`src/hdl/bpPkg.sv`:
```
//////////////////////////////////////////////////
// Branch predictor package
// Shared PC width, PC type and the 2-bit
// saturating counter encoding
//////////////////////////////////////////////////

package bpPkg;

  // Instruction address width
  localparam int Xlen = 32;

  // Instruction address
  typedef logic [Xlen-1:0] pcT;

  // Two-bit saturating counter
  // Top bit set means predict taken
  typedef enum logic [1:0] {
    strongNotTaken = 2'b00,
    weakNotTaken   = 2'b01,
    weakTaken      = 2'b10,
    strongTaken    = 2'b11
  } counterT;

  // Counter value after reset and in a flushed stage
  localparam counterT CounterReset = weakNotTaken;

endpackage

```
`src/hdl/predictionPipe.sv`:
```
//////////////////////////////////////////////////
// Prediction pipe
// Decode and execute registers carrying each
// prediction and its history down to resolution
//////////////////////////////////////////////////

`timescale 1ns/1ps

module predictionPipe import bpPkg::*; #(
  parameter int HistoryBits = 10
) (
  input  logic                   clk,
  input  logic                   rstN,
  input  logic                   StallD,
  input  logic                   StallE,
  input  logic                   FlushD,
  input  logic                   FlushE,
  input  counterT                PredictionF,
  input  logic [HistoryBits-1:0] HistoryF,
  output counterT                PredictionD,
  output logic [HistoryBits-1:0] HistoryD,
  output counterT                PredictionE,
  output logic [HistoryBits-1:0] HistoryE
);

  //////////////////////////////////////////////////
  // Decode stage
  //////////////////////////////////////////////////

  // Flush wins over stall
  always_ff @(posedge clk or negedge rstN) begin
    if (!rstN) begin
      PredictionD <= CounterReset;
      HistoryD    <= '0;
    end else if (FlushD) begin
      PredictionD <= CounterReset;
      HistoryD    <= '0;
    end else if (!StallD) begin
      PredictionD <= PredictionF;
      HistoryD    <= HistoryF;
    end
  end

  //////////////////////////////////////////////////
  // Execute stage
  //////////////////////////////////////////////////

  // Bubble looks like an untrained entry 0
  always_ff @(posedge clk or negedge rstN) begin
    if (!rstN) begin
      PredictionE <= CounterReset;
      HistoryE    <= '0;
    end else if (FlushE) begin
      PredictionE <= CounterReset;
      HistoryE    <= '0;
    end else if (!StallE) begin
      PredictionE <= PredictionD;
      HistoryE    <= HistoryD;
    end
  end

endmodule

```
`config.mk`:
```
export PLATFORM = sky130hd
export DESIGN_NAME = predictionPipe
export DESIGN_NICKNAME = d
export VERILOG_FILES = /design/src/hdl/bpPkg.sv /design/src/hdl/predictionPipe.sv
export SDC_FILE = /design/constraint.sdc
export NUM_CORES = 1
export LEC_CHECK = 0
export ABC_CLOCK_PERIOD_IN_PS = 1800
export BUFFER_PORTS_ARGS = -buffer_cell sky130_fd_sc_hd__buf_2
export CORE_MARGIN = 2
export CORE_UTILIZATION = 49
export CTS_CLUSTER_SIZE = 25
export DETAILED_ROUTE_END_ITERATION = 6
export GPL_ROUTABILITY_DRIVEN = 1
export PLACE_DENSITY = 0.87
export SLEW_MARGIN = 0
export SYNTH_ARGS = -nofsm -noshare
export SYNTH_HDL_FRONTEND = slang
export SYNTH_SLANG_ARGS = --single-unit
```
`constraint.sdc`:
```
create_clock -name clk -period 1.8 [get_ports clk]
set_clock_uncertainty 0.2 [all_clocks]
set_input_delay 0.27 -clock clk [delete_from_list [all_inputs] [get_ports clk]]
set_output_delay 0.27 -clock clk [all_outputs]
set_load 0.01 [all_outputs]
```
==> insert_results.sql <==
INSERT INTO impl_metrics (metric_group, metric, value, unit) VALUES
('critical_path', 'critical_path_at', '1.00', 'ns'),
('global_route', 'gr-total-overflow', '0', ''),
('synthesis', 'post_synth.cell_area_avg', '12.7', 'sq um'),
('clock_tree', 'ctsLongestPathBuffers', '2', ''),
('min_path', 'min_path_cells', '3', ''),
('sta', 'timing.slew.headroom', '0.657', ''),
('routing', 'via_count', '735', ''),
('sta', 'rsz_0062_raised_after_global_routing', 'no', ''),
('sta', 'final_period_minus_worst_setup_slack', '1.47', 'ns'),
('pwr', 'pwr_density_cell', '854', 'nW/um^2'),
('pwr', 'peakVddDrop', '0.668', 'mV'),
('routing', 'routedWlPerCell', '13.5', 'um'),
('finish', 'final_layout_size_suffix_gt1_frac', '0.390', ''),
('synthesis', 'ys_types', '9', ''),
('routing', 'drt-initial-drc-count', '21', ''),
('critical_path', 'worstReg2RegStart', 'PredictionD[0]', ''),
('critical_path', 'cp_cell_sequence', 'buf_2', ''),
('global_route', 'grt_first_pass_wirelength', '3.45', 'mm'),
('global_route', 'grt_usage', '0.194', ''),
('place', 'io_buffer_count', '41', ''),
('synthesis', 'seq_area_frac_synth', '0.624', ''),
('die', 'fp.coreArea', '1900', 'sq um'),
('clock_tree', 'htree_levels', '1', ''),
('clock_tree', 'cts_buffers', '3', ''),
('sta', 'finalHoldViolations', '0', ''),
('critical_path', 'worst-path-buf-inv', '1', ''),
('sta', 'worst_margin_pin_slew', '0.514', 'ns'),
('place', 'place_hpwl', '1.36', 'mm'),
('synthesis', 'synth_fp_nets', '94', ''),
('synthesis', 'mappedNetlistArea', '967', 'sq um'),
('critical_path', 'crit_path_start_kind', 'register', ''),
('place', 'dpl.cell_count', '140', ''),
('die', 'rows', '16', ''),
('die', 'fp.dieW', '48.4', 'um'),
('routing', 'routed_wl', '2.03', 'mm'),
('clock_tree', 'insertion_delay', '0.31', 'ns'),
('routing', 'drt_pre_antenna_iters', '4', ''),
('finish', 'insertedDiodeCount', '0', ''),
('routing', 'viasPerCell', '4.90', ''),
('outcome', 'result_of_the_run', 'complete, no violations', ''),
('critical_path', 'r2r_slack', '0.70', 'ns'),
('finish', 'nNetsFinal', '142', ''),
('pwr', 'finalPower', '1.10', 'mW'),
('min_path', 'whs_endpoint', 'HistoryD[3]', ''),
('critical_path', 'crit_path_end_kind', 'output pin', ''),
('critical_path', 'worstPathRequired', '1.33', 'ns'),
('critical_path', 'timing.critical_path.slowest_cell_delay', '0.56', 'ns'),
('critical_path', 'delay_heaviest_family_cp', 'flip-flops', ''),
('sta', 'post-route-period-util', '0.816', ''),
('critical_path', 'worst_r2r_path_depth', '2', ''),
('critical_path', 'r2r_end', 'PredictionE[0]', ''),
('die', 'dieHeight', '48.4', 'um'),
('critical_path', 'timing.critical_path.fanout_max', '3', ''),
('routing', 'remaining_routing_drc_violations', '0', ''),
('sta', 'fin_setup_tns', '0', 'ns'),
('finish', 'post_layout_nonfiller_instances', '150', ''),
('global_route', 'initial_antenna_violation_count', '0', ''),
('global_route', 'maximum_number_of_pins_on_one_net_before_global_route_repair', '25', ''),
('synthesis', 'synthesis.yosys.warnings', '0', ''),
('synthesis', 'synth-seq-cells', '24', ''),
('min_path', 'hold_path_class', 'input pin to register', ''),
('critical_path', 'critical-path-slowest-cell', 'sky130_fd_sc_hd__dfstp_2', ''),
('sta', 'slew_violations', '0', ''),
('pwr', 'leakage', '0.738', 'nW'),
('sta', 'setup_failing_eps_final', '0', ''),
('die', 'floorplan.initialDensity', '0.509', ''),
('global_route', 'via_count_of_the_first_global_routing_pass', '771', ''),
('clock_tree', 'post_cts_resize_count', '0', ''),
('clock_tree', 'ctsRootBufferMaster', 'sky130_fd_sc_hd__clkbuf_4', ''),
('clock_tree', 'cts_num_sinks', '24', ''),
('routing', 'routed_antenna_nets', '0', ''),
('die', 'die_area', '2340', 'sq um'),
('finish', 'areaGrowthSynthToFinish', '33.2', '%'),
('clock_tree', 'tritoncts_clock_tree', 'done', ''),
('sta', 'maxClockFrequency', '681', 'MHz'),
('finish', 'final.fill_count', '157', ''),
('clock_tree', 'worst_setup_hold_path_clk_slew', '0.13', 'ns'),
('job', 'drv.max_cap_violation_count', '0', ''),
('critical_path', 'criticalPathCategory', 'register to output pin', ''),
('min_path', 'min_from', 'HistoryF[3]', ''),
('synthesis', 'synth_cells', '76', ''),
('place', 'last_weighted_congestion_value_of_the_routability_driven_placer', '0.659', ''),
('die', 'pin_count', '42', '');
==> flip-flops by register name (all words and copies together), names as in the netlist <==
register	count
HistoryD	10
HistoryE	10
PredictionD	2
PredictionE	2
==> layer usage <==
layer  share of wire  GRT usage  vias to the layer above  wire length, um
met5               0          0                        -                0
met1            0.39      0.229                      342              802
met3           0.076     0.0494                        4              154
li1                -          -                      351                -
met4           0.017      0.100                        0               35
met2            0.51      0.329                       38             1040
==> cell families (layout without fill, tap and decap cells) <==
| family | after synthesis | after routing | share of synthesized area |
|---|---|---|---|
| and+or+nand+nor | 24 | 24 | 0.0983 |
| muxes | 22 | 22 | 0.228 |
| AOI/OAI and AO/OA | 2 | 2 | 0.0194 |
| buffers and inverters | 4 | 51 | 0.0310 |
| DFF | 24 | 24 | 0.624 |
==> area by class of cell <==
type | instances | area [sq um] | area share
multi-input combinational | 48 | 334 | 0.259
sequential | 24 | 603 | 0.468
tap | 27 | 33.8 | 0.0262
clock inverter | 1 | 30.0 | 0.0233
clock buffer | 3 | 22.5 | 0.0175
timing repair buffer | 47 | 265 | 0.206
==> cell usage in the layout, fill, tap and decap left out <==
cell type,instances
sky130_fd_sc_hd__buf_2,41
sky130_fd_sc_hd__dfrtp_1,22
sky130_fd_sc_hd__mux2i_1,22
sky130_fd_sc_hd__nor2_1,22
sky130_fd_sc_hd__dlygate4sd3_1,6
sky130_fd_sc_hd__clkbuf_4,3
sky130_fd_sc_hd__dfstp_2,2
sky130_fd_sc_hd__nor2b_1,2
sky130_fd_sc_hd__a211o_1,1
sky130_fd_sc_hd__a211o_2,1
sky130_fd_sc_hd__bufinv_16,1
==> power by group <==
group	internal, mW	leakage (nW)	switching (mW)
combinational	0.0668	0.391	0.0741
clock	0.225	0.0279	0.152
sequential	0.566	0.318	0.0166
==> worst max path at each step <==
stage,to,slack [ns],start,cells after the start
2_1_floorplan,PredictionE[0],0.75,PredictionD[0],2
3_3_place_gp,PredictionE[0],0.56,StallE,3
3_5_place_dp,PredictionE[0],0.54,StallE,3
4_1_cts,PredictionD[0],0.32,PredictionD[0],1
5_1_grt,PredictionD[0],0.28,PredictionD[0],1
6_report,PredictionD[0],0.33,PredictionD[0],1
==> synth_stat cells, drive strengths merged <==
cell type  number  area (sq um)
a211o           2          18.8
buf             2          22.5
clkbuf          2          7.51
dfrtp          22           551
dfstp           2          52.6
mux2i          22           220
nor2           22          82.6
nor2b           2          12.5
==> stage by stage <==
stage,setup slack (ns),hold slack [ns],instance area (sq um),utilization
3_3_place_gp,0.557,0.0636,1180,0.618
3_5_place_dp,0.543,0.0774,1180,0.618
6_report,0.332,0.00996,1290,0.678
5_1_grt,0.279,0.00972,1290,0.678
2_1_floorplan,0.746,-0.226,967,-
4_1_cts,0.320,0.00254,1290,0.678
==> what timing repair did <==
item                                    in CTS  in global routing
hold endpoints to repair                    27                  0
setup buffers                                0                  0
endpoints found under the setup margin       0                  0
hold buffers                                 6                  0
Power figures use the tool's default switching activity.
